<file path="src/rtl/lsab_macros.svh">
`ifndef LSAB_MACROS_SVH
`define LSAB_MACROS_SVH

// lane count and lane select width
`define LSAB_LANES      4
`define LSAB_SEL_BITS   2

// payload word
`define LSAB_WORD_BITS  32

// per-lane pointer and length, one 64-word region per lane
`define LSAB_PTR_BITS   6

// shared RAM address is {lane, pointer}
`define LSAB_ADDR_BITS  8

// occupancy limits
`define LSAB_CAPACITY   63
`define LSAB_NEAR_FULL  55

`endif

</file>
<file path="src/rtl/lsab_pkg.sv">
`default_nettype none

`include "lsab_macros.svh"

package lsab_pkg;

  // lane number
  typedef logic [`LSAB_SEL_BITS-1:0] lane_sel_t;

  // data word
  typedef logic [`LSAB_WORD_BITS-1:0] word_t;

  // per-lane pointer or length
  typedef logic [`LSAB_PTR_BITS-1:0] lane_ptr_t;

  // RAM address, lane on top
  typedef logic [`LSAB_ADDR_BITS-1:0] ram_addr_t;

  // one bit per lane
  typedef logic [`LSAB_LANES-1:0] lane_mask_t;

  // one output word per lane
  typedef word_t [`LSAB_LANES-1:0] lane_words_t;

  // one read and one write into the shared RAM each cycle
  typedef struct packed {
    logic      re;     // accepted read
    ram_addr_t raddr;
    lane_sel_t rlane;  // lane that gets the word
    logic      we;     // accepted write
    ram_addr_t waddr;
    word_t     wdata;
  } ram_req_t;

endpackage

`default_nettype wire

</file>
<file path="src/rtl/lsab_queue_ctrl.sv">
`default_nettype none

`include "lsab_macros.svh"

module lsab_queue_ctrl
  import lsab_pkg::*;
(
  input  wire logic       CLK,
  input  wire logic       RST,
  input  wire logic       write,
  input  wire lane_sel_t  write_sel,
  input  wire word_t      write_data,
  input  wire lane_mask_t read,
  input  wire lane_sel_t  read_sel,
  output ram_req_t        ram_req,
  output lane_mask_t      near_full
);

  localparam lane_ptr_t CAP     = lane_ptr_t'(`LSAB_CAPACITY);
  localparam lane_ptr_t NF_LVL  = lane_ptr_t'(`LSAB_NEAR_FULL);
  localparam lane_ptr_t ONE     = lane_ptr_t'(1);

  lane_mask_t do_read;   // accepted reads
  lane_mask_t do_write;  // accepted writes
  lane_ptr_t  rd_ptr [`LSAB_LANES];
  lane_ptr_t  wr_ptr [`LSAB_LANES];

  genvar i;
  generate
    for (i = 0; i < `LSAB_LANES; i++) begin : g_lane
      lane_ptr_t len_q;
      lane_ptr_t len_d;
      lane_ptr_t rd_ptr_q;
      lane_ptr_t wr_ptr_q;
      logic      empty_q;
      logic      empty_d;
      logic      full_q;
      logic      full_d;
      logic      nf_q;
      logic      nf_d;
      logic      rd_req;
      logic      wr_req;
      logic      inc;
      logic      dec;

      assign rd_req = read[i] && (read_sel == lane_sel_t'(i));
      assign wr_req = write && (write_sel == lane_sel_t'(i));

      // full lane drops writes, empty lane drops reads
      assign do_read[i]  = rd_req && !empty_q;
      assign do_write[i] = wr_req && !full_q;

      // read plus write on the same lane leaves the length alone
      assign inc = do_write[i] && !do_read[i];
      assign dec = do_read[i] && !do_write[i];

      // flags only move on threshold crossings
      always_comb begin
        len_d   = len_q;
        empty_d = empty_q;
        full_d  = full_q;
        nf_d    = nf_q;
        if (inc) begin
          len_d = len_q + ONE;
          if (len_q == '0)
            empty_d = 1'b0;
          if (len_q == CAP - ONE)
            full_d = 1'b1;    // entering 63
          if (len_q == NF_LVL - ONE)
            nf_d = 1'b1;      // 54 -> 55
        end else if (dec) begin
          len_d = len_q - ONE;
          if (len_q == ONE)
            empty_d = 1'b1;   // leaving 1
          if (len_q == CAP)
            full_d = 1'b0;
          if (len_q == NF_LVL)
            nf_d = 1'b0;      // 55 -> 54
        end
      end

      always_ff @(posedge CLK) begin
        if (!RST) begin
          len_q    <= '0;
          empty_q  <= 1'b1;
          full_q   <= 1'b0;
          nf_q     <= 1'b0;
          rd_ptr_q <= '0;
          wr_ptr_q <= '0;
        end else begin
          len_q   <= len_d;
          empty_q <= empty_d;
          full_q  <= full_d;
          nf_q    <= nf_d;
          if (do_read[i])
            rd_ptr_q <= rd_ptr_q + ONE;  // wraps inside the lane region
          if (do_write[i])
            wr_ptr_q <= wr_ptr_q + ONE;
        end
      end

      assign rd_ptr[i]    = rd_ptr_q;
      assign wr_ptr[i]    = wr_ptr_q;
      assign near_full[i] = nf_q;

      // no growth once at capacity
      a_len_cap: assert property (
        @(posedge CLK) disable iff (!RST)
        inc |-> (len_q < CAP)
      );

      a_full_nf: assert property (
        @(posedge CLK) disable iff (!RST)
        full_q |-> nf_q
      );

      a_empty_len: assert property (
        @(posedge CLK) disable iff (!RST)
        empty_q |-> (len_q == '0)
      );
    end
  endgenerate

  // one RAM access per direction, addressed by the selected lane
  always_comb begin
    ram_req.re    = do_read[read_sel];
    ram_req.raddr = {read_sel, rd_ptr[read_sel]};
    ram_req.rlane = read_sel;
    ram_req.we    = do_write[write_sel];
    ram_req.waddr = {write_sel, wr_ptr[write_sel]};
    ram_req.wdata = write_data;
  end

endmodule

`default_nettype wire

</file>
<file path="config.mk">
export PLATFORM = sky130hd
export DESIGN_NAME = lsab_queue_ctrl
export DESIGN_NICKNAME = d
export VERILOG_FILES = /design/src/rtl/lsab_pkg.sv /design/src/rtl/lsab_queue_ctrl.sv
export VERILOG_INCLUDE_DIRS = /design/src /design/src/rtl
export SDC_FILE = /design/constraint.sdc
export NUM_CORES = 1
export LEC_CHECK = 0
export ABC_AREA = 1
export BUFFER_PORTS_ARGS = -buffer_cell sky130_fd_sc_hd__clkbuf_2
export CAP_MARGIN = 40
export CORE_AREA = 2 2 113 115
export CTS_BUF_LIST = sky130_fd_sc_hd__clkbuf_8 sky130_fd_sc_hd__clkbuf_16
export DETAILED_ROUTE_END_ITERATION = 8
export DIE_AREA = 0 0 115 117
export PLACE_DENSITY = 0.68
export SETUP_SLACK_MARGIN = 0.2
export SLEW_MARGIN = 5
export SYNTH_ARGS = -nofsm -noshare
export SYNTH_HDL_FRONTEND = slang
export SYNTH_SLANG_ARGS = --single-unit
</file>
<file path="constraint.sdc">
create_clock -name CLK -period 3.9 [get_ports CLK]
set_input_delay 0.78 -clock CLK [delete_from_list [all_inputs] [get_ports CLK]]
set_output_delay 0.78 -clock CLK [all_outputs]
set_load 0.02 [all_outputs]
</file>
==> out/metrics.csv <==
stage;metric;value;unit
sta;clock.fmax;0.371;GHz
worst_setup_path;crit_fanout;9;
clock_tree;clock_sinks;84;
worst_setup_path;cp.arrival;1920;ps
run;cap_violations;0;
cells_and_area;layout-drive-gt1-share;0.0801;
worst_setup_path;required;3120;ps
sta;setup_slack;1200;ps
yosys;synth.net_count;873;
placement;dp_hpwl;7710;µm
pwr;cellPowerDensity;347;nW/µm²
cells_and_area;mostFrequentLayoutCell;nand2_1;
cells_and_area;layout.cells.most_common_list;nand2_1 (160), inv_1 (117), nor2_1 (107);
pwr;peakVddDrop;0.000152;V
worst_setup_path;critPathCaptureType;output port;
route;wl_met2;4710;µm
yosys;synthCells;794;
global_route;grt_first_pass_wirelength;17700;µm
floorplanning;ios;99;
pwr;leakage;2.48;nW
route;drtIter0Drc;266;
yosys;ys_ff_latch;84;
sta;rsz0062_at_grt;no;
route;viasPerCell;4.91;
clock_tree;hold_buffers;0;
floorplanning;fp.dieArea;13500;µm²
worst_setup_path;path_class;input pin to output port;
global_route;grt_pass1_vias;3861;
sta;setup_tns;0;ps
yosys;avgSynthCellArea;6.76;µm²
sta;finalCriticalPeriod;2700;ps
floorplanning;core_area;12300;µm²
cells_and_area;multi_input_area;2850;µm²
route;top_layer;met4;
floorplanning;die_y;117;µm
sta;finalCritPeriodShare;0.691;
clock_tree;numCtsBuffers;9;
global_route;grt_start_max_net_pins;64;
cells_and_area;final_net_count;861;
sta;finalSetupViolCount;0;
sta;slew_viol_final;0;
clock_tree;clk_latency;340;ps
global_route;antenna_found_initial;0;
clock_tree;cts_tree;built;
floorplanning;die_w;115;µm
global_route;grt-ovfl-total;0;
yosys;syn_area;5370;µm²
global_route;track_usage;0.162;
worst_hold_path;hold_path.class;flop to flop;
route;postRouteAntennaNets;0;
route;drt-total-wl;10700;µm
clock_tree;cts_setup_buffers;0;
cells_and_area;fill_cells;1254;
yosys;yosysSeqAreaShare;0.313;
sta;skew;4.92;ps
route;drt_first_pass_iters;5;
clock_tree;htreeDepth;3;
route;met3_length;390;µm
worst_setup_path;cp_cell_sequence;clkbuf_2 -> inv_1 -> nand2_1 -> nor2_4 -> inv_1 -> nand4_1 -> clkbuf_2;
route;wl_per_cell;11.4;µm
route;drc;0;
floorplanning;rows;41;
sta;worst_pin_slew;854;ps
status;status;completed;
worst_setup_path;crit_slowest_cell;nor2_4;
route;via_count;4605;
worst_setup_path;slowest_delay;210;ps
placement;gp_congestion;0.848;
cells_and_area;seqCellArea;1680;µm²
cells_and_area;insertedDiodeCount;0;
worst_setup_path;start_kind;input pin;
cells_and_area;final_util;0.458;
sta;hold_viol_final;0;
clock_tree;cts_root_buffer;clkbuf_16;
sta;max_slew_margin;0.430;
cells_and_area;area_growth_syn_to_layout;4.96;%
clock_tree;clk_pin_slew;60;ps
placement;pre_cts_slack;1140;ps
pwr;finalPower;0.00196;W
clock_tree;cts.path.max_buffers;2;
yosys;synth_warnings;0;
yosys;yosysUniqueCellTypes;29;
route;wl_met1;5410;µm
floorplanning;start_util;0.436;
clock_tree;cts_resized;0;
placement;numPortBuffers;34;
## synth_stat cells (all sizes together)
cell type / n / area share
nor2: 114 / 0.089
or2: 2 / 0.0023
o221ai: 8 / 0.013
buf: 50 / 0.069
a22oi: 12 / 0.017
o21ai: 50 / 0.047
ha: 36 / 0.084
dfxtp: 84 / 0.31
and2: 3 / 0.0035
inv: 117 / 0.082
xnor2: 8 / 0.013
o211ai: 5 / 0.0070
clkbuf: 8 / 0.0058
nor3: 5 / 0.0047
a211oi: 2 / 0.0028
a21oi: 47 / 0.044
nand3: 51 / 0.048
o21a: 3 / 0.0042
nand4: 24 / 0.032
xor2: 4 / 0.0065
nand2: 161 / 0.11
## registers in the layout (all words and copies together) (netlist names)
name and cells:
g_lane.len_q 24, g_lane.rd_ptr_q 24, g_lane.wr_ptr_q 24, g_lane.empty_q 4, g_lane.full_q 4, g_lane.nf_q 4
## layout make-up
cell class              instances  share of cell area
inverters                     117              0.0779
clock buffers                  11              0.0448
multi-input cells             535               0.505
flip-flops and latches         84               0.298
well taps                     150              0.0333
clock inverters                 5             0.00888
repair buffers                 35              0.0315
## per-layer routing
metal / vias to the layer above / global-route usage
met5: - / 0
met2: 63 / 0.247
met4: 0 / 0.0602
met3: 11 / 0.0360
li1: 2495 / -
met1: 2036 / 0.224
## path summary, 6_finish.rpt
path                                                startpoint                              end  slack (ps)  depth (start not counted)
worst max-delay path                               read_sel[0]                      ram_req[51]        1200                          7
worst min-delay path            g_lane[3].empty_q$_SDFFE_PN1P_   g_lane[3].empty_q$_SDFFE_PN1P_         460                          2
worst max register to register  g_lane[3].empty_q$_SDFFE_PN1P_  g_lane[3].len_q[5]$_SDFFE_PN0P_        1930                          8
worst min register to register  g_lane[3].empty_q$_SDFFE_PN1P_   g_lane[3].empty_q$_SDFFE_PN1P_         460                          2
## power by group
part	leakage, nW	internal [W]	total, W	switching [W]
Clock	0.155	0.000526	0.000862	0.000336
Sequential	0.680	0.000878	0.000902	0.0000241
Combinational	1.65	0.0000641	0.000193	0.000128
Total	2.48	0.00147	0.00196	0.000489
## per-stage QoR
stage,hold WS (ps),instance area [µm²],std cells
after floorplan,428,5370,794
after global routing,493,5640,937
after detailed placement,444,5330,921
final,455,5640,937
after CTS,460,5640,937
after global placement,442,5330,921
## kinds of logic after synthesis
group | Yosys count | synth area share
adder cells (fa/ha/maj) | 36 | 0.0839
AND/OR/NAND/NOR | 360 | 0.292
XOR/XNOR | 12 | 0.0196
buffers and inverters | 175 | 0.157
AO/OA/AOI/OAI | 127 | 0.134
flip-flops | 84 | 0.313
## critical path, delay by kind of cell
family	cells	cell delay, ps
buf+inv	4	630
simple gates	3	520
Power figures use the tool's default switching activity.
