[config.mk]
export PLATFORM = sky130hd
export DESIGN_NAME = lsab_out_steer
export DESIGN_NICKNAME = d
export VERILOG_FILES = /design/src/rtl/lsab_pkg.sv /design/src/rtl/lsab_out_steer.sv
export VERILOG_INCLUDE_DIRS = /design/src /design/src/rtl
export SDC_FILE = /design/constraint.sdc
export NUM_CORES = 1
export LEC_CHECK = 0
export BUFFER_PORTS_ARGS = -buffer_cell sky130_fd_sc_hd__buf_2
export CORE_ASPECT_RATIO = 1.75
export CORE_MARGIN = 4
export CORE_UTILIZATION = 45
export CTS_CLUSTER_SIZE = 14
export DETAILED_ROUTE_END_ITERATION = 10
export GPL_TIMING_DRIVEN = 1
export PLACE_DENSITY = 0.76
export SLEW_MARGIN = 15
export SYNTH_ARGS = -nofsm -noshare
export SYNTH_HDL_FRONTEND = slang
export SYNTH_SLANG_ARGS = --single-unit
[constraint.sdc]
create_clock -name CLK -period 1.3 [get_ports CLK]
set_clock_uncertainty 0.2 [all_clocks]
set_input_delay 0.13 -clock CLK [delete_from_list [all_inputs] [get_ports CLK]]
set_output_delay 0.13 -clock CLK [all_outputs]
set_load 0.01 [all_outputs]
[src/rtl/lsab_macros.svh]
`ifndef LSAB_MACROS_SVH
`define LSAB_MACROS_SVH

// lane count and lane select width
`define LSAB_LANES      4
`define LSAB_SEL_BITS   2

// payload word
`define LSAB_WORD_BITS  32

// per-lane pointer and length, one 64-word region per lane
`define LSAB_PTR_BITS   6

// shared RAM address is {lane, pointer}
`define LSAB_ADDR_BITS  8

// occupancy limits
`define LSAB_CAPACITY   63
`define LSAB_NEAR_FULL  55

`endif

[src/rtl/lsab_pkg.sv]
`default_nettype none

`include "lsab_macros.svh"

package lsab_pkg;

  // lane number
  typedef logic [`LSAB_SEL_BITS-1:0] lane_sel_t;

  // data word
  typedef logic [`LSAB_WORD_BITS-1:0] word_t;

  // per-lane pointer or length
  typedef logic [`LSAB_PTR_BITS-1:0] lane_ptr_t;

  // RAM address, lane on top
  typedef logic [`LSAB_ADDR_BITS-1:0] ram_addr_t;

  // one bit per lane
  typedef logic [`LSAB_LANES-1:0] lane_mask_t;

  // one output word per lane
  typedef word_t [`LSAB_LANES-1:0] lane_words_t;

  // one read and one write into the shared RAM each cycle
  typedef struct packed {
    logic      re;     // accepted read
    ram_addr_t raddr;
    lane_sel_t rlane;  // lane that gets the word
    logic      we;     // accepted write
    ram_addr_t waddr;
    word_t     wdata;
  } ram_req_t;

endpackage

`default_nettype wire

[src/rtl/lsab_out_steer.sv]
`default_nettype none

`include "lsab_macros.svh"

module lsab_out_steer
  import lsab_pkg::*;
(
  input  wire logic      CLK,
  input  wire logic      RST,
  input  wire logic      re,
  input  wire lane_sel_t rlane,
  input  wire word_t     rdata,
  output lane_words_t    out_data
);

  logic      re_q;     // RAM word valid this cycle
  lane_sel_t rlane_q;  // lane it belongs to

  always_ff @(posedge CLK) begin
    if (!RST)
      re_q <= 1'b0;
    else
      re_q <= re;
  end

  always_ff @(posedge CLK) begin
    rlane_q <= rlane;
  end

  // only the lane just read updates, the rest hold
  always_ff @(posedge CLK) begin
    if (!RST) begin
      out_data <= '0;
    end else if (re_q) begin
      out_data[rlane_q] <= rdata;
    end
  end

  // no RAM read accepted straight out of reset
  a_no_read_in_reset: assert property (
    @(posedge CLK)
    !RST |=> !re
  );

endmodule

`default_nettype wire

==> flow_summary.ini, run 1 <==
[route]
drtIter0Drc = 134
antenna_left = 0
num_vias = 3967
avgRoutedWirePerCell_um = 16.1
firstDrtPassIters = 4
drt_wl_total_um = 13000
route.detailed.drc = 0
viasPerCell = 4.92

[floorplanning]
ios = 165
row_count = 49
die_area_um2 = 12600
die_w_um = 86.5
fp.dieH_um = 145
core_area_um2 = 10400
initial_core_util_pct = 46.6

[logic_synthesis]
syn_area_um2 = 4860
yosysSeqAreaShare_pct = 54.0
syn_inst = 457
syn_area_per_cell_um2 = 10.6
ys_types = 13
synth.net_count = 494
synth_warnings = 0
ys_ff_latch = 131

[min_path]
whs_path_depth = 4
holdCritStartpoint = RST
holdCritPathClass = input pin to flip-flop
hold_path_end = out_data[7]

[critical_path]
required_ns = 1.42
crit_arrival_ns = 1.49
worst_path_largest_cell_delay_ns = 0.34
cp_top_family = flip-flops
critPathMaxFanout = 6
path_class = flip-flop to flip-flop
worst-r2r-cell-count = 4
r2r_setup_slack_ns = -0.08
cp_num_buf_inv = 2
crit_slowest_cell = dfxtp_2
setup.worst_path.end_class = flip-flop
r2r_end = out_data[13]
path_cells = nor3b_4, buf_6, buf_12, mux2i_2
startpoint_type = flip-flop
r2r-start = rlane_q[1]

[cells_and_area]
diodes = 0
synthToLayoutAreaGrowth_pct = 42.1
instances_no_fill = 807
finish.instance_area_um2 = 6900
drive_gt1_share_pct = 33.7
postLayoutCoreUtil_pct = 66.2
layout.nets = 704

[placed_design]
placed_area_um2 = 5720
dp_cells = 731
hpwl_um = 8440
gp_congestion = 0.794
io_buffers = 164

[timing]
period_share_pct = 106
fin_crit_ns = 1.38
drv_slew = 0
slew_headroom_pct = 81.4
rsz0062_at_grt = yes
tightestPinTransition_ns = 0.279
timing.fmax_mhz = 727
setup_violations = 86
tns_ns = -2.10
hold_viol = 0
setup_slack_ns = -0.0752

[pwr]
p_leak_uw = 0.00369
powerDensity_nw_per_um2 = 1340
ir_drop_v = 0.00121

[clock_tree]
root_buffer = clkbuf_16
clkLatencyLatePin_ns = 0.40
cts_tree = yes
cts.clk_slew.worst_paths_ns = 0.05
cts_inserted_buffers = 17
htreeDepth = 4
clockBufferDepth = 2
clock_sinks = 131

[job]
maxCapViolCount = 0

[global_route]
first_global_vias = 4101
grtUsageTotal_pct = 20.6
grt_max_degree = 71
overflow = 0
grt_pass1_wl_um = 20400
antenna_found_initial = 0

[outcome]
violations = setup timing
status = complete, but fails checks
stage by stage:
step | worst slack (ns) | total power [uW] | hold WS, ns
2_1_floorplan | 0.0474 | 4590 | -0.0423
3_3_place_gp | -0.0430 | 4780 | 0.0499
3_5_place_dp | -0.0811 | 4800 | 0.0361
4_1_cts | -0.0547 | 9310 | 0.0170
5_1_grt | -0.164 | 9580 | 0.0393
6_report | -0.0752 | 9270 | 0.0311
cell usage after synthesis:
master	count	area (um2)
and2_1	1	6.26
buf_12	3	60.1
buf_2	15	75.1
buf_4	1	7.51
buf_6	6	67.6
buf_8	6	90.1
clkbuf_1	2	7.51
dfxtp_1	131	2620
mux2i_1	128	1280
nand2_1	160	601
nand3_2	1	10.0
nand3b_1	2	15.0
nor3b_2	1	12.5
state kept, by name, summed over array words and instances (netlist names):
register / cells
out_data: 128
re_q: 1
rlane_q: 2
area by class of cell:
class,count,area [um2]
fillers,829,3520
multi-input cells,293,1960
well taps,127,159
repair buffers,224,1600
flip-flops and latches,131,2630
clock buffers,22,474
clock inverters,10,82.6
placed cells by master, fill, tap and decap left out, drive strengths merged:
| master | synthesis | final |
|---|---|---|
| buf | 31 | 187 |
| nand2 | 160 | 160 |
| dfxtp | 131 | 131 |
| mux2i | 128 | 128 |
| dlygate4sd3 | 0 | 35 |
| clkbuf | 2 | 24 |
| clkinv | 0 | 6 |
| clkinvlp | 0 | 3 |
| nand3b | 2 | 2 |
| nor3b | 1 | 1 |
| nand3 | 1 | 1 |
| and2 | 1 | 1 |
| bufinv | 0 | 1 |
kinds of logic after synthesis:
group,synth area share (%)
AND/OR/NAND/NOR,13.3
flip-flops,54.0
multiplexers,26.4
buffers and inverters,6.34
metal layers:
| metal | track usage (%) | share of wire [%] | up-vias |
|---|---|---|---|
| met5 | 0 | 0 | - |
| met4 | 10.4 | 3.1 | 0 |
| met3 | 5.33 | 4.9 | 34 |
| met2 | 36.6 | 54 | 129 |
| met1 | 21.8 | 38 | 1880 |
| li1 | - | - | 1924 |
worst max path at each step:
stage | slack [ns] | startpoint | depth (start not counted) | endpoint
2_1_floorplan | 0.05 | re_q | 4 | out_data[0]
3_5_place_dp | -0.08 | rlane_q[0] | 3 | out_data[90]
6_report | -0.08 | rlane_q[1] | 4 | out_data[13]
3_3_place_gp | -0.04 | rlane_q[0] | 4 | out_data[121]
4_1_cts | -0.05 | rlane_q[0] | 4 | out_data[12]
5_1_grt | -0.16 | rlane_q[1] | 4 | out_data[13]
where the power goes:
part	switching (uW)	internal [uW]	leakage [uW]
sequential	53.2	4110	0.00106
clock	1660	2760	0.000271
combinational	354	335	0.00235
what timing repair did:
item	in CTS	in global routing
buffers inserted	3	1
gates resized for setup	14	18
gates cloned	3	2
endpoints found under the hold margin	131	0
pin swaps	1	1
hold buffers	35	0
setup endpoints to repair	126	128
worst min-delay path: cells and delay by family:
| family | cells | cell delay (ns) |
|---|---|---|
| buffers and inverters | 2 | 0.32 |
| AND/OR/NAND/NOR | 1 | 0.07 |
| multiplexers | 1 | 0.05 |
(Power assumes the default switching activity.)
==> inputs of run 2 (changes only) <==
--- a/config.mk
+++ b/config.mk
@@ -9,11 +9,12 @@
 export BUFFER_PORTS_ARGS = -buffer_cell sky130_fd_sc_hd__buf_2
 export CORE_ASPECT_RATIO = 1.75
 export CORE_MARGIN = 4
-export CORE_UTILIZATION = 45
+export CORE_UTILIZATION = 46
+export CTS_CLUSTER_DIAMETER = 200
 export CTS_CLUSTER_SIZE = 14
 export DETAILED_ROUTE_END_ITERATION = 10
 export GPL_TIMING_DRIVEN = 1
-export PLACE_DENSITY = 0.76
+export PLACE_DENSITY = 0.74
 export SLEW_MARGIN = 15
 export SYNTH_ARGS = -nofsm -noshare
 export SYNTH_HDL_FRONTEND = slang
==> constraint.sdc (replaced) <==
create_clock -name CLK -period 1.5 [get_ports CLK]
set_clock_uncertainty 0.2 [all_clocks]
set_input_delay 0.15 -clock CLK [delete_from_list [all_inputs] [get_ports CLK]]
set_output_delay 0.15 -clock CLK [all_outputs]
set_load 0.01 [all_outputs]
==> flow_summary.ini, run 2 (same netlist as run 1, synthesis figures left out) <==
[global_route]
grtUsageTotal_pct = 20.9
antenna_found_initial = 0
overflow = 0
grt_pass1_wl_um = 19900
grt_max_degree = 51
first_global_vias = 4124

[timing]
tightestPinTransition_ns = 0.323
tns_ns = 0
setup_violations = 0
slew_headroom_pct = 78.4
hold_viol = 0
drv_slew = 0
period_share_pct = 94.2
fin_crit_ns = 1.41
rsz0062_at_grt = no
timing.fmax_mhz = 708

[placed_design]
hpwl_um = 8490
io_buffers = 164
gp_congestion = 0.799
dp_cells = 731

[critical_path]
path_class = flip-flop to flip-flop
worst_path_largest_cell_delay_ns = 0.35
path_cells = nor3b_4, buf_12, mux2i_1
startpoint_type = flip-flop
crit_slowest_cell = dfxtp_1
critPathMaxFanout = 21
crit_arrival_ns = 1.54
required_ns = 1.63
setup.worst_path.end_class = flip-flop

[route]
antenna_left = 0
firstDrtPassIters = 4
viasPerCell = 4.87
avgRoutedWirePerCell_um = 15.4
drt_wl_total_um = 12300
drtIter0Drc = 177
route.detailed.drc = 0
num_vias = 3892

[cells_and_area]
largest_reg_flops = 128
final_cell_mix = buf_2, nand2_1, dfxtp_1
final_common_cell = buf_2
drive_gt1_share_pct = 31.8
fillers = 833
synthToLayoutAreaGrowth_pct = 38.3
top_register = out_data
layout.nets = 696
multiInputGateArea_um2 = 1930
instances_no_fill = 799
diodes = 0
top_regs = out_data: 128 flops, rlane_q: 2 flops, re_q: 1 flops
seq_area_um2 = 2620

[pwr]
p_leak_uw = 0.00363
ir_drop_v = 0.000996
powerDensity_nw_per_um2 = 1250
total_power_uw = 8430

[floorplanning]
core_area_um2 = 10300
die_area_um2 = 12300
initial_core_util_pct = 47.1
die_w_um = 85.7
row_count = 49
fp.dieH_um = 144
ios = 165

[clock_tree]
cts.clk_slew.worst_paths_ns = 0.06
clkLatencyLatePin_ns = 0.40
cts_inserted_buffers = 17
cts_setup_buffers = 0
clockBufferDepth = 2
htreeDepth = 4
cts_tree = yes
root_buffer = clkbuf_16
clock_sinks = 131

[job]
maxCapViolCount = 0

[min_path]
holdCritPathClass = input pin to flip-flop

[outcome]
status = finished, final reports clean
-- run 2: cell types whose count changed in the layout (fill, tap and decap cells not counted), moves of 4 or more --
cell,change
buf_6,-5
mux2i_2,-5
mux2i_1,+5
buf_4,+4
-- run 2: worst paths after layout --
path / startpoint / to / slack [ns] / cells after the start
max: rlane_q[1] / out_data[7] / 0.09 / 3
min: rlane[1] / rlane_q[1] / 0.20 / 2
max reg2reg: rlane_q[1] / out_data[7] / 0.09 / 3
min reg2reg: out_data[55] / out_data[55] / 0.26 / 2
-- run 2: layout make-up --
class	instances	area share [%]
Sequential cell	131	39.1
Tap cell	127	2.37
Multi-Input combinational cell	293	28.8
Timing Repair Buffer	216	20.6
Clock inverter	14	2.78
Clock buffer	18	6.39
-- run 2: per-stage QoR --
stage	area, um2	hold WS [ns]	util [%]	worst slack [ns]
global route	6720	0.179	65.2	0.0117
global placement	5730	0.0554	55.6	0.120
finish	6720	0.197	65.2	0.0870
detailed placement	5730	0.0583	55.6	0.0791
CTS	6710	0.165	65.1	0.0527
floorplan	4860	-0.0223	-	0.247
-- run 2: repair_timing --
| action | 4_1_cts | 5_1_grt |
|---|---|---|
| endpoints found under the hold margin | 131 | 0 |
| endpoints found under the setup margin | 0 | 5 |
| gates resized for setup | 0 | 3 |
| hold buffers | 36 | 0 |
-- run 2: metal layers --
layer	GRT usage [%]	vias up	part of all wire, %
li1	-	1907	-
met1	21.2	1818	37
met2	38.4	144	55
met3	7.00	23	5.7
met4	9.17	0	2.3
met5	0	-	0
-- run 2: worst max-delay path: cells and delay by family, from the launching register on --
family	cells	cell delay [ns]
muxes	1	0.23
DFF	1	0.35
and+or+nand+nor	1	0.30
buffers and inverters	1	0.23
-- run 2: power by group --
group | switching, uW | internal, uW
sequential | 47.1 | 3560
combinational | 290 | 262
clock | 1490 | 2770
